<file path="src/verilog/exec_macros.svh">
`ifndef EXEC_MACROS_SVH
`define EXEC_MACROS_SVH

////////////////////
// datapath sizing.
////////////////////

// data and address width.
`define EXEC_XLEN 32

////////////////////
// cluster shape and credit pools.
////////////////////

// execute lanes behind the dispatcher.
`define EXEC_LANES 4

// response entries per lane, also that lane's starting credit.
`define EXEC_LANE_DEPTH 2

// dispatcher input buffer entries, handed upstream as credits.
`define EXEC_IN_CREDITS 4

// credits the collector holds toward downstream at reset.
`define EXEC_OUT_CREDITS 2

`endif
</file>
<file path="src/verilog/exec_isa_pkg.sv">
`include "exec_macros.svh"

package exec_isa_pkg;

  typedef logic [`EXEC_XLEN-1:0] word_t;

  typedef logic [3:0] byte_mask_t;  // one bit per byte of a word.
  typedef logic [1:0] byte_off_t;   // byte within a word.

  // decoded operation codes.
  typedef enum logic [4:0] {
    OP_ADD,
    OP_SUB,
    OP_XOR,
    OP_OR,
    OP_AND,
    OP_SLL,
    OP_SLT,
    OP_SRL,
    OP_SRA,
    OP_SLTU,
    OP_SLTI,
    OP_SLTIU,
    OP_JUMP,
    OP_CSRRW,
    OP_CSRRS,
    OP_MUL,
    OP_MULH,
    OP_MULHU,
    OP_DIV,
    OP_DIVU,
    OP_REM,
    OP_REMU,
    OP_LB, OP_LH, OP_LW, OP_LBU, OP_LHU,  // loads.
    OP_SB, OP_SH, OP_SW,                 // stores.
    OP_NOP
  } alu_op_e;

endpackage

</file>
<file path="src/verilog/exec_flow_pkg.sv">
`include "exec_macros.svh"

package exec_flow_pkg;

  import exec_isa_pkg::*;

  // decoded operation handed to the cluster.
  typedef struct packed {
    alu_op_e op;
    word_t   operand1;
    word_t   operand2;
  } op_req_t;

  // result of one operation, returned in issue order.
  typedef struct packed {
    alu_op_e    op;           // forwarded for the load expansion unit.
    word_t      alu_result;
    word_t      rmem_addr;
    word_t      wmem_addr;
    byte_mask_t wmem_mask;
    byte_off_t  read_offset;
  } exec_rsp_t;

  // selects one execute lane.
  typedef logic [$clog2(`EXEC_LANES)-1:0] lane_idx_t;

endpackage

</file>
<file path="src/verilog/exec_collect.sv">
`include "exec_macros.svh"

module exec_collect (
  input  logic                     clk_i,
  input  logic                     rst_n_i,
  input  logic [`EXEC_LANES-1:0]   rsp_avail_i,
  input  exec_flow_pkg::exec_rsp_t rsp_i [`EXEC_LANES],
  output logic [`EXEC_LANES-1:0]   pop_o,
  input  logic                     rsp_credit_i,
  output logic                     rsp_valid_o,
  output exec_flow_pkg::exec_rsp_t rsp_o
);

  import exec_flow_pkg::*;

  localparam int cnt_w = $clog2(`EXEC_OUT_CREDITS + 1);

  lane_idx_t        rr_ptr_q;     // follows the dispatcher's order.
  logic [cnt_w-1:0] credit_q;
  logic             do_pop;
  logic             rsp_valid_q;
  exec_rsp_t        rsp_q;

  assign do_pop = rsp_avail_i[rr_ptr_q] && (credit_q != '0);

  always_comb begin
    pop_o           = '0;
    pop_o[rr_ptr_q] = do_pop;
  end

  always_ff @(posedge clk_i) begin
    if (!rst_n_i) begin
      rr_ptr_q    <= '0;
      credit_q    <= cnt_w'(`EXEC_OUT_CREDITS);
      rsp_valid_q <= 1'b0;
    end else begin
      rsp_valid_q <= do_pop;
      if (do_pop) begin
        rr_ptr_q <= (rr_ptr_q == lane_idx_t'(`EXEC_LANES - 1)) ? '0 : rr_ptr_q + 1'b1;
      end
      case ({do_pop, rsp_credit_i})
        2'b10:   credit_q <= credit_q - 1'b1;
        2'b01:   credit_q <= credit_q + 1'b1;
        default: credit_q <= credit_q;
      endcase
    end
  end

  always_ff @(posedge clk_i) begin
    if (do_pop) rsp_q <= rsp_i[rr_ptr_q];
  end

  assign rsp_valid_o = rsp_valid_q;
  assign rsp_o       = rsp_q;

endmodule

</file>
<file path="config.mk">
export PLATFORM = sky130hd
export DESIGN_NAME = exec_collect
export DESIGN_NICKNAME = d
export VERILOG_FILES = /design/src/verilog/exec_isa_pkg.sv /design/src/verilog/exec_flow_pkg.sv /design/src/verilog/exec_collect.sv
export VERILOG_INCLUDE_DIRS = /design/src /design/src/verilog
export SDC_FILE = /design/constraint.sdc
export NUM_CORES = 1
export LEC_CHECK = 0
export BUFFER_PORTS_ARGS = -buffer_cell sky130_fd_sc_hd__buf_2
export CAP_MARGIN = 0
export CELL_PAD_IN_SITES_DETAIL_PLACEMENT = 1
export CELL_PAD_IN_SITES_GLOBAL_PLACEMENT = 1
export CORE_AREA = 5 5 210 212
export DETAILED_ROUTE_END_ITERATION = 7
export DIE_AREA = 0 0 215 217
export PLACE_DENSITY_LB_ADDON = 0.1
export SLEW_MARGIN = 10
export SYNTH_ARGS = -nofsm -noshare
export SYNTH_HDL_FRONTEND = slang
export SYNTH_SLANG_ARGS = --single-unit
</file>
<file path="constraint.sdc">
create_clock -name clk_i -period 4.5 [get_ports clk_i]
set_input_delay 0.225 -clock clk_i [delete_from_list [all_inputs] [get_ports clk_i]]
set_output_delay 0.225 -clock clk_i [all_outputs]
set_load 0.01 [all_outputs]
</file>
==> out/metrics.sh <==
OUTCOME='finished, final reports clean'
ROUTE.FINAL.WIRE_LENGTH_UM=30400
FINALCRITICALPERIOD_NS=2.61
YS_SEQ_ELEMENTS=112
DETAILED_PLACE_HPWL_UM=25200
CLKSINKCOUNT=112
YOSYSSEQAREASHARE_PCT=53.1
WORSTSKEWPAIRLATENCY_NS=0.38
SYNTH_TOP_CELL_AREA_SHARE_PCT=51.5
POWER_PER_CELL_AREA_nW_PER_UM2=606
P_LEAK_nW=4.13
SYN_AREA_CELL_UM2=22.7
CTS_SETUP_BUFFERS=0
WORSTPATHREQUIRED_NS=4.28
GLOBALROUTEOVERFLOWTOTAL=0
SYNTH_ENABLE_FLOP_CELLS=107
AVGROUTEDWIREPERCELL_UM=22.3
WORST_SETUP_PATH_START_KIND='flop'
NUMBER_OF_GLOBAL_ROUTE_VIAS_BEFORE_REPAIR=6117
IR_DROP_mV=0.252
AREA_GROWTH_SYN_TO_LAYOUT_PCT=57.3
PLACE_AREA_UM2=9450
TIMING.HOLD.WORST.CLASS='input port to flop'
CP_MAX_FO=36
CTS_MAX_LEVEL=3
POSTSYNTH.ASYNCRESETSHARE_PCT=0
ENDPOINT_TYPE_OF_THE_WORST_SETUP_PATH='primary output'
DRTITER0DRC=117
DPL.CELL_COUNT=1341
FINAL_ANTENNA_NET_COUNT=0
DIE_H_UM=217
DETAILEDROUTE.FIRSTPASSITERATIONCOUNT=4
CLOCK_POWER_SHARE_PCT=17.4
SWITCHINGPOWER_mW=2.09
CELL_INTERNAL_PWR_mW=3.86
MAXCAPVIOLCOUNT=0
DRC=0
CORE_UM2=41800
FINAL_MIN_PERIOD_OVER_CLOCK_PERIOD_PCT=57.9
GRT_ANTENNA_BEFORE_REPAIR=12
CRITICALPATHCATEGORY='flop to primary output'
CTSLONGESTPATHBUFFERS=2
NUMBER_OF_UNIQUE_STANDARD_CELL_TYPES_USED_BY_SYNTHESIS=21
RSZ0062_AT_GRT='no'
TIMING.FMAX_MHz=384
SETUP_VIOL=0
YS_DOMINANT_REG_CELL='sky130_fd_sc_hd__edfxtp_1'
FINALCOREUTILIZATION_PCT=23.5
FINALMAXSLEWVIOLATIONS=0
SYNTH_WARNINGS=0
TIMING.SLEW.HEADROOM_PCT=32.1
SWITCHING_SHARE_PCT=35.1
POWER.SHARE.SEQUENTIAL_PCT=36.2
CP.ARRIVAL_NS=2.38
WORST-SLEW-PIN-TRANSITION_NS=1.02
HOLDBUFCOUNTCTS=0
SYNTH_TOP_AREA_CELL='sky130_fd_sc_hd__edfxtp_1'
CTS_TREE='yes'
CLKTRANSATPATHREGS_NS=0.08
DRIVE_ABOVE_1_SHARE_PCT=82.8
CTS-ROOT-BUF='sky130_fd_sc_hd__clkbuf_16'
PORT_BUFFERS=546
FLOORPLAN.DIE_AREA_UM2=46700
HOLD_SLACK_NS=0.106
COMB_POWER_SHARE_PCT=46.4
GLOBALPLACE.CONGESTION=0.745
NUM_ROWS=75
FINCLKSKEW_NS=0.0109
MAXIMUM_NUMBER_OF_PINS_ON_ONE_NET_BEFORE_GLOBAL_ROUTE_REPAIR=68
SYN-INSTANCE-COUNT=275
FINALHOLDVIOLCOUNT=0
TNS_NS=0
GRT_PASS1_WL_UM=43300
POST_CTS_RESIZE_COUNT=0
SYNTHESIZED_NETS=715
IOPINCOUNT=547
POSTLAYOUTCELLAREA_UM2=9820
INSTANCES_NO_FILL=1362
EFFECTIVE_UTILIZATION_AT_FLOORPLAN_PCT=14.9
SYNTH_AREA_LEADERS='sky130_fd_sc_hd__edfxtp_1 51%, sky130_fd_sc_hd__mux4_2 39%, sky130_fd_sc_hd__buf_12 3.2%, sky130_fd_sc_hd__dfxtp_1 1.6%, sky130_fd_sc_hd__ha_1 1.0%'
MAPPEDNETLISTAREA_UM2=6240
VIAS_PER_CELL=3.87
CHIP_WIDTH_UM=215
YOSYS-TOP-CELLS-COUNT='107 x sky130_fd_sc_hd__edfxtp_1, 107 x sky130_fd_sc_hd__mux4_2, 12 x sky130_fd_sc_hd__buf_2'
GRT_USE_TOTAL_PCT=12.7
NUMCTSBUFFERS=9
NNETSFINAL=1253
VIAS=5274
==> placed cells by master (no fill, tap or decap), drive strengths merged, types with 2 or more instances in the layout <==
master,n
buf,552
mux4,107
edfxtp,107
clkbuf,9
and2,6
diode,5
ha,5
dfxtp,5
mux2i,4
nand2,4
bufinv,4
inv,3
clkinv,3
o21ai,2
==> final cells by class <==
type | instances | area [µm²]
clock inverters | 7 | 134
flip-flops and latches | 112 | 3320
inverters | 3 | 13.8
diodes | 5 | 12.5
repair buffers | 552 | 2820
multi-input cells | 135 | 2620
fillers | 4695 | 31900
clock buffers | 9 | 225
well taps | 539 | 674
==> power by group through the flow <==
stage	sequential, mW	clock, mW	combinational (mW)
after floorplan	2.42	0	1.63
after global placement	2.19	0	2.88
after detailed placement	2.20	0	2.88
after CTS	2.18	1.11	2.88
after global routing	2.23	1.13	3.02
final	2.16	1.03	2.76
==> worst max-delay path: stages (launching register included) <==
cell	delay, ns
sky130_fd_sc_hd__dfxtp_4	0.78
sky130_fd_sc_hd__mux2i_1	0.19
sky130_fd_sc_hd__o22a_1	0.33
sky130_fd_sc_hd__inv_4	0.35
sky130_fd_sc_hd__and2_1	0.20
sky130_fd_sc_hd__buf_2	0.13
==> sequential cells by signal (all words and copies together), names as in the netlist <==
name	flops
rsp_o	107
rsp_valid_o	1
rr_ptr_q	2
credit_q	2
==> through the flow <==
stage | worst slack, ns | power (mW)
finish | 1.89 | 5.95
CTS | 1.71 | 6.17
global route | 1.61 | 6.38
detailed placement | 2.00 | 5.08
floorplan | 0.899 | 4.05
global placement | 2.07 | 5.07
==> path summary, 6_finish.rpt <==
check                             endpoint  cells after the start                      from  slack, ns
hold reg to reg   credit_q[1]$_SDFFE_PN1P_                      2  credit_q[1]$_SDFFE_PN1P_       0.54
setup reg to reg        rsp_o[8]$_DFFE_PP_                      4  rr_ptr_q[0]$_SDFFE_PN0P_       2.13
hold / removal    credit_q[1]$_SDFFE_PN1P_                      2                   rst_n_i       0.11
setup / recovery                  pop_o[2]                      5  rr_ptr_q[0]$_SDFFE_PN0P_       1.89
==> logic make-up (layout without fill, tap and decap cells) <==
group / count (synthesis) / count (layout) / synth area share, %
muxes: 111 / 111 / 39.2
other: 0 / 5 / 0
and+or+nand+nor: 13 / 13 / 1.08
adders and majority gates: 5 / 5 / 1.00
xor gates and xnor gates: 2 / 2 / 0.281
AOI/OAI and AO/OA: 4 / 4 / 0.421
buffers and inverters: 28 / 571 / 4.89
DFF: 112 / 112 / 53.1
==> metal layers <==
metal  GRT usage, %  wire length [µm]  vias up
li1               -                 -     2329
met1           13.1             10600     2635
met2           23.4             16500      266
met3           5.29              2740       30
met4           4.18               407       14
met5              0                93        -
Power figures use the tool's default switching activity.
