### src/verilog/exec_macros.svh
`ifndef EXEC_MACROS_SVH
`define EXEC_MACROS_SVH

////////////////////
// datapath sizing.
////////////////////

// data and address width.
`define EXEC_XLEN 32

////////////////////
// cluster shape and credit pools.
////////////////////

// execute lanes behind the dispatcher.
`define EXEC_LANES 4

// response entries per lane, also that lane's starting credit.
`define EXEC_LANE_DEPTH 2

// dispatcher input buffer entries, handed upstream as credits.
`define EXEC_IN_CREDITS 4

// credits the collector holds toward downstream at reset.
`define EXEC_OUT_CREDITS 2

`endif
### src/verilog/exec_isa_pkg.sv
`include "exec_macros.svh"

package exec_isa_pkg;

  typedef logic [`EXEC_XLEN-1:0] word_t;

  typedef logic [3:0] byte_mask_t;  // one bit per byte of a word.
  typedef logic [1:0] byte_off_t;   // byte within a word.

  // decoded operation codes.
  typedef enum logic [4:0] {
    OP_ADD,
    OP_SUB,
    OP_XOR,
    OP_OR,
    OP_AND,
    OP_SLL,
    OP_SLT,
    OP_SRL,
    OP_SRA,
    OP_SLTU,
    OP_SLTI,
    OP_SLTIU,
    OP_JUMP,
    OP_CSRRW,
    OP_CSRRS,
    OP_MUL,
    OP_MULH,
    OP_MULHU,
    OP_DIV,
    OP_DIVU,
    OP_REM,
    OP_REMU,
    OP_LB, OP_LH, OP_LW, OP_LBU, OP_LHU,  // loads.
    OP_SB, OP_SH, OP_SW,                 // stores.
    OP_NOP
  } alu_op_e;

endpackage

### src/verilog/exec_flow_pkg.sv
`include "exec_macros.svh"

package exec_flow_pkg;

  import exec_isa_pkg::*;

  // decoded operation handed to the cluster.
  typedef struct packed {
    alu_op_e op;
    word_t   operand1;
    word_t   operand2;
  } op_req_t;

  // result of one operation, returned in issue order.
  typedef struct packed {
    alu_op_e    op;           // forwarded for the load expansion unit.
    word_t      alu_result;
    word_t      rmem_addr;
    word_t      wmem_addr;
    byte_mask_t wmem_mask;
    byte_off_t  read_offset;
  } exec_rsp_t;

  // selects one execute lane.
  typedef logic [$clog2(`EXEC_LANES)-1:0] lane_idx_t;

endpackage

### src/verilog/credit_fifo.sv
module credit_fifo #(
  parameter type payload_t = logic,
  parameter int  depth_p   = 2
) (
  input  logic     clk_i,
  input  logic     rst_n_i,
  input  logic     push_i,
  input  payload_t push_data_i,
  input  logic     pop_i,
  output logic     empty_o,
  output payload_t head_o
);

  localparam int ptr_w = (depth_p > 1) ? $clog2(depth_p) : 1;
  localparam int cnt_w = $clog2(depth_p + 1);

  payload_t         mem_q [depth_p];
  logic [ptr_w-1:0] wr_ptr_q;
  logic [ptr_w-1:0] rd_ptr_q;
  logic [cnt_w-1:0] count_q;

  // wrap at depth_p, which need not be a power of two.
  function automatic logic [ptr_w-1:0] next_ptr(input logic [ptr_w-1:0] ptr);
    if (ptr == ptr_w'(depth_p - 1)) begin
      return '0;
    end
    return ptr + 1'b1;
  endfunction

  always_ff @(posedge clk_i) begin
    if (!rst_n_i) begin
      wr_ptr_q <= '0;
      rd_ptr_q <= '0;
      count_q  <= '0;
    end else begin
      if (push_i) wr_ptr_q <= next_ptr(wr_ptr_q);
      if (pop_i) rd_ptr_q <= next_ptr(rd_ptr_q);
      case ({push_i, pop_i})
        2'b10:   count_q <= count_q + 1'b1;
        2'b01:   count_q <= count_q - 1'b1;
        default: count_q <= count_q;  // idle, or push and pop together.
      endcase
    end
  end

  always_ff @(posedge clk_i) begin
    if (push_i) mem_q[wr_ptr_q] <= push_data_i;
  end

  assign empty_o = (count_q == '0);
  assign head_o  = mem_q[rd_ptr_q];

endmodule

### src/verilog/exec_dispatch.sv
`include "exec_macros.svh"

module exec_dispatch (
  input  logic                   clk_i,
  input  logic                   rst_n_i,
  input  logic                   req_valid_i,
  input  exec_flow_pkg::op_req_t req_i,
  output logic                   req_credit_o,
  input  logic [`EXEC_LANES-1:0] lane_credit_i,
  output logic [`EXEC_LANES-1:0] issue_valid_o,
  output exec_flow_pkg::op_req_t issue_req_o
);

  import exec_flow_pkg::*;

  localparam int cnt_w = $clog2(`EXEC_LANE_DEPTH + 1);

  logic [cnt_w-1:0] lane_cnt_q [`EXEC_LANES];  // free slots per lane.
  lane_idx_t        rr_ptr_q;
  logic             buf_empty;
  logic             do_issue;
  logic             req_credit_q;

  credit_fifo #(
    .payload_t (op_req_t),
    .depth_p   (`EXEC_IN_CREDITS)
  ) u_req_buf (
    .clk_i       (clk_i),
    .rst_n_i     (rst_n_i),
    .push_i      (req_valid_i),
    .push_data_i (req_i),
    .pop_i       (do_issue),
    .empty_o     (buf_empty),
    .head_o      (issue_req_o)
  );

  // strict round robin, so a lane without credit stalls the whole stream.
  assign do_issue = !buf_empty && (lane_cnt_q[rr_ptr_q] != '0);

  always_comb begin
    issue_valid_o           = '0;
    issue_valid_o[rr_ptr_q] = do_issue;
  end

  always_ff @(posedge clk_i) begin
    if (!rst_n_i) begin
      rr_ptr_q     <= '0;
      req_credit_q <= 1'b0;
      for (int k = 0; k < `EXEC_LANES; k++) begin
        lane_cnt_q[k] <= cnt_w'(`EXEC_LANE_DEPTH);
      end
    end else begin
      req_credit_q <= do_issue;  // the buffer slot is free again.
      if (do_issue) begin
        rr_ptr_q <= (rr_ptr_q == lane_idx_t'(`EXEC_LANES - 1)) ? '0 : rr_ptr_q + 1'b1;
      end
      for (int k = 0; k < `EXEC_LANES; k++) begin
        case ({issue_valid_o[k], lane_credit_i[k]})
          2'b10:   lane_cnt_q[k] <= lane_cnt_q[k] - 1'b1;
          2'b01:   lane_cnt_q[k] <= lane_cnt_q[k] + 1'b1;
          default: lane_cnt_q[k] <= lane_cnt_q[k];
        endcase
      end
    end
  end

  assign req_credit_o = req_credit_q;

endmodule

### config.mk
export PLATFORM = sky130hd
export DESIGN_NAME = exec_dispatch
export DESIGN_NICKNAME = d
export VERILOG_FILES = /design/src/verilog/exec_isa_pkg.sv /design/src/verilog/exec_flow_pkg.sv /design/src/verilog/credit_fifo.sv /design/src/verilog/exec_dispatch.sv
export VERILOG_INCLUDE_DIRS = /design/src /design/src/verilog
export SDC_FILE = /design/constraint.sdc
export NUM_CORES = 1
export LEC_CHECK = 0
export BUFFER_PORTS_ARGS = -buffer_cell sky130_fd_sc_hd__buf_2
export CORE_ASPECT_RATIO = 1.75
export CORE_MARGIN = 2
export CORE_UTILIZATION = 50
export DETAILED_ROUTE_END_ITERATION = 12
export GPL_ROUTABILITY_DRIVEN = 0
export PLACE_DENSITY = 0.71
export RECOVER_POWER = 25
export SLEW_MARGIN = 40
export SYNTH_ARGS = -nofsm -noshare
export SYNTH_HDL_FRONTEND = slang
export SYNTH_HIERARCHICAL = 1
export SYNTH_SLANG_ARGS = --single-unit
export TNS_END_PERCENT = 50
### constraint.sdc
create_clock -name clk_i -period 4.8 [get_ports clk_i]
set_input_delay 0.24 -clock clk_i [delete_from_list [all_inputs] [get_ports clk_i]]
set_output_delay 0.24 -clock clk_i [all_outputs]
set_load 0.005 [all_outputs]
==> flow_summary_export.csv <==
group,metric,value,unit
placed_design,hpwl,13570,microns
status,run_status,"finished, final reports clean",
route,via_count,5548,
global_routing,grt_pass1_vias,6271,
clock_tree,cts_htree_levels,1,
cells_and_area,nets,833,
synth,syn_area,11280,sq um
pwr,p_leak,0.004751,uW
sta,finalHoldViolations,0,
cells_and_area,fin_area,14060,sq um
clock_tree,cts.root.buffer_cell,"clkbuf_16",
sta,fmax,0.3657,GHz
pwr,clkPwrFrac,30.3,%
setup_path,crit_slowest_cell,"dfxtp_4",
setup_path,cp_max_fo,27,
floorplanning,initial_core_util,50.91,%
synth,synth_flop_cell,"edfxtp_1",
pwr,p_int,5216,uW
cells_and_area,final_cells,1054,
route,viasPerCell,5.264,
clock_tree,clkLatencyLatePin,0.52,ns
clock_tree,cts_setup_buffers,0,
route,drt_iter0_drc,405,
clock_tree,cts_resized,0,
clock_tree,clk_pin_slew,0.07,ns
setup_path,critical_path.max_stage_delay,0.69,ns
floorplanning,rows,72,
route,avgRoutedWirePerCell,19.85,microns
pwr,p_sw,1806,uW
sta,relSlewSlack,63.60,%
synth,synth_edf_count,284,
pwr,p_comb_share,24.2,%
floorplanning,die_w,117.6,microns
pwr,power-per-cell-area,499.5,nW/um^2
placed_design,placed_cell_area,12530,sq um
synth,yosys-top-cells-area,"edfxtp_1 76%, mux4_2 14%, dfxtp_1 2.5%",
setup_path,crit_buf_inv,2,
sta,rsz0062_at_grt,"no",
route,dr.pass1.iters,4,
synth,ys.warnings.count,6,
clock_tree,numCtsBuffers,26,
global_routing,grt_max_degree,34,
setup_path,startpoint_type,"flip-flop",
setup_path,cp_top_family,"flip-flops",
hold_path,hold_class,"input pin to flip-flop",
global_routing,antenna_found_initial,1,
global_routing,grt_pass1_wl,33840,microns
sta,fin_skew,0.01432,ns
route,drc,0,
global_routing,grt_usage,18.20,%
pwr,pwr-share-seq,45.4,%
setup_path,arrival,2.49,ns
floorplanning,die_area,23830,sq um
route,routed_wl,20920,microns
sta,fin_setup_tns,0,ns
clock_tree,cts-hold-fix-buffers,69,
floorplanning,ios,150,
sta,fin_crit_sh,56.97,%
clock_tree,clkSinkCount,298,
global_routing,overflow,0,
synth,yosysSeqAreaShare,78.07,%
pwr,peakVddDrop,0.4117,mV
clock_tree,cts_tree,"built",
route,top_layer,"met4",
placed_design,io_buffer_count,149,
placed_design,dp_cells,937,
job,max-cap-violations,0,
synth,syn_nets,592,
synth,synth_area_leader_cell,"edfxtp_1",
sta,min_period,2.734,ns
cells_and_area,post-route-util,63.43,%
setup_path,crit_chain,"buf_4 > mux4_2 > buf_2",
synth,synth_top_area_share,75.59,%
pwr,p_sw_share,25.72,%
setup_path,cp.required,4.56,ns
cells_and_area,syn2layout_area_growth,24.59,%
floorplanning,coreArea,22160,sq um
synth,yosysUniqueCellTypes,28,
cells_and_area,drive_gt1_share,31.57,%
synth,synthArstFlopShare,0,%
synth,syn-mean-instance-area,22.70,sq um
sta,slew_violations,0,
sta,max_slew.worst_pin.slew,0.5460,ns
setup_path,crit_type,"flip-flop to output port",
route,met3WireLength,828,microns
synth,syn_inst,497,
synth,ys_ff_latch,298,
route,m1WireLength,7732,microns
sta,final-setup-viol-count,0,
setup_path,crit_path_end_kind,"output port",
route,met2_length,11780,microns
route,ant_nets,0,
clock_tree,ctsLongestPathBuffers,3,
floorplanning,die_h,202.7,microns
placed cells by master, fill, tap and decap left out, types with 4 or more instances in the layout:
master           n
inv_1           12
clkbuf_16       27
nor3_1          10
edfxtp_1       284
and2_1          10
clkbuf_1        47
xnor2_1          5
buf_12           6
buf_2          106
clkinv_2         7
ha_1            18
dfxtp_1         12
dlygate4sd3_1   69
buf_16           4
and2_4           4
o21ai_1          8
nor3b_1          7
mux2i_1          4
mux4_2          69
bufinv_16        4
nor2_1           9
nand2_1         11
synthesized netlist by cell type (4+ instances only):
library cell  instances
edfxtp_1            284
mux4_2               69
ha_1                 18
and2_1               14
dfxtp_1              14
inv_1                12
nand2_1              11
nor3_1               10
nor2_1                9
o21ai_1               8
nor3b_1               7
clkbuf_1              6
buf_4                 5
xnor2_1               5
mux2i_1               4
state kept, by name, summed over array words and instances, names as in the netlist, named ones only:
| name | cells |
|---|---|
| u_req_buf/mem_q | 276 |
| lane_cnt_q | 8 |
| u_req_buf/count_q | 3 |
| rr_ptr_q | 2 |
| u_req_buf/rd_ptr_q | 2 |
| u_req_buf/wr_ptr_q | 2 |
| req_credit_o | 1 |
per-layer routing:
layer  global-route usage, %  vias up
met3                   2.669       40
met1                   21.36     2855
li1                        -     2519
met5                       0        -
met2                   34.15      134
met4                   6.067        0
through the flow:
stage / total power, uW / hold slack, ns / setup slack, ns
6_report: 7022 / 0.08597 / 2.066
5_1_grt: 7339 / 0.1163 / 1.844
3_5_place_dp: 4951 / 0.4580 / 2.263
3_3_place_gp: 4854 / 0.4494 / 2.435
2_1_floorplan: 4347 / 0.3389 / 2.198
4_1_cts: 7123 / 0.07693 / 1.934
tightest hold or removal path: cells and delay by family:
family	cells	cell delay (ns)
buf+inv	1	0.15
mux	1	0.09
simple gates	1	0.10
path summary, 6_finish.rpt:
check,start,endpoint,slack [ns],cells past startpoint
worst min register to register,u_req_buf/count_q[2],u_req_buf/count_q[2],0.54,2
worst min-delay path,req_valid_i,u_req_buf/wr_ptr_q[1],0.09,3
worst max register to register,u_req_buf/count_q[0],u_req_buf/count_q[2],2.26,9
worst max-delay path,flip-flop,issue_req_o[18],2.07,3
power groups by stage:
| stage | Sequential, uW | Combinational, uW | Clock (uW) |
|---|---|---|---|
| global route | 3220 | 1850 | 2270 |
| finish | 3190 | 1700 | 2130 |
| detailed placement | 3260 | 1690 | 0 |
| floorplan | 3130 | 1220 | 0 |
| CTS | 3200 | 1750 | 2180 |
| global placement | 3300 | 1550 | 0 |
layout make-up:
cell class / count / area (sq um)
clock buffer: 31 / 690.7
antenna: 1 / 2.502
clock inverter: 16 / 195.2
inverter: 12 / 45.04
timing repair buffer: 231 / 1635
tap: 296 / 370.4
multi-input combinational: 169 / 2301
fill: 1604 / 8105
sequential: 298 / 8816
cell families (layout without fill, tap and decap cells):
family,after synthesis,in the layout,synth area share (%)
XOR/XNOR,6,6,0.4658
adder cells (fa/ha/maj),19,19,2.174
buffers and inverters,30,290,1.619
AO/OA/AOI/OAI,14,14,0.7874
AND/OR/NAND/NOR,57,57,2.750
flip-flops,298,298,78.07
other,0,1,0
multiplexers,73,73,14.13
Power figures use the tool's default switching activity.
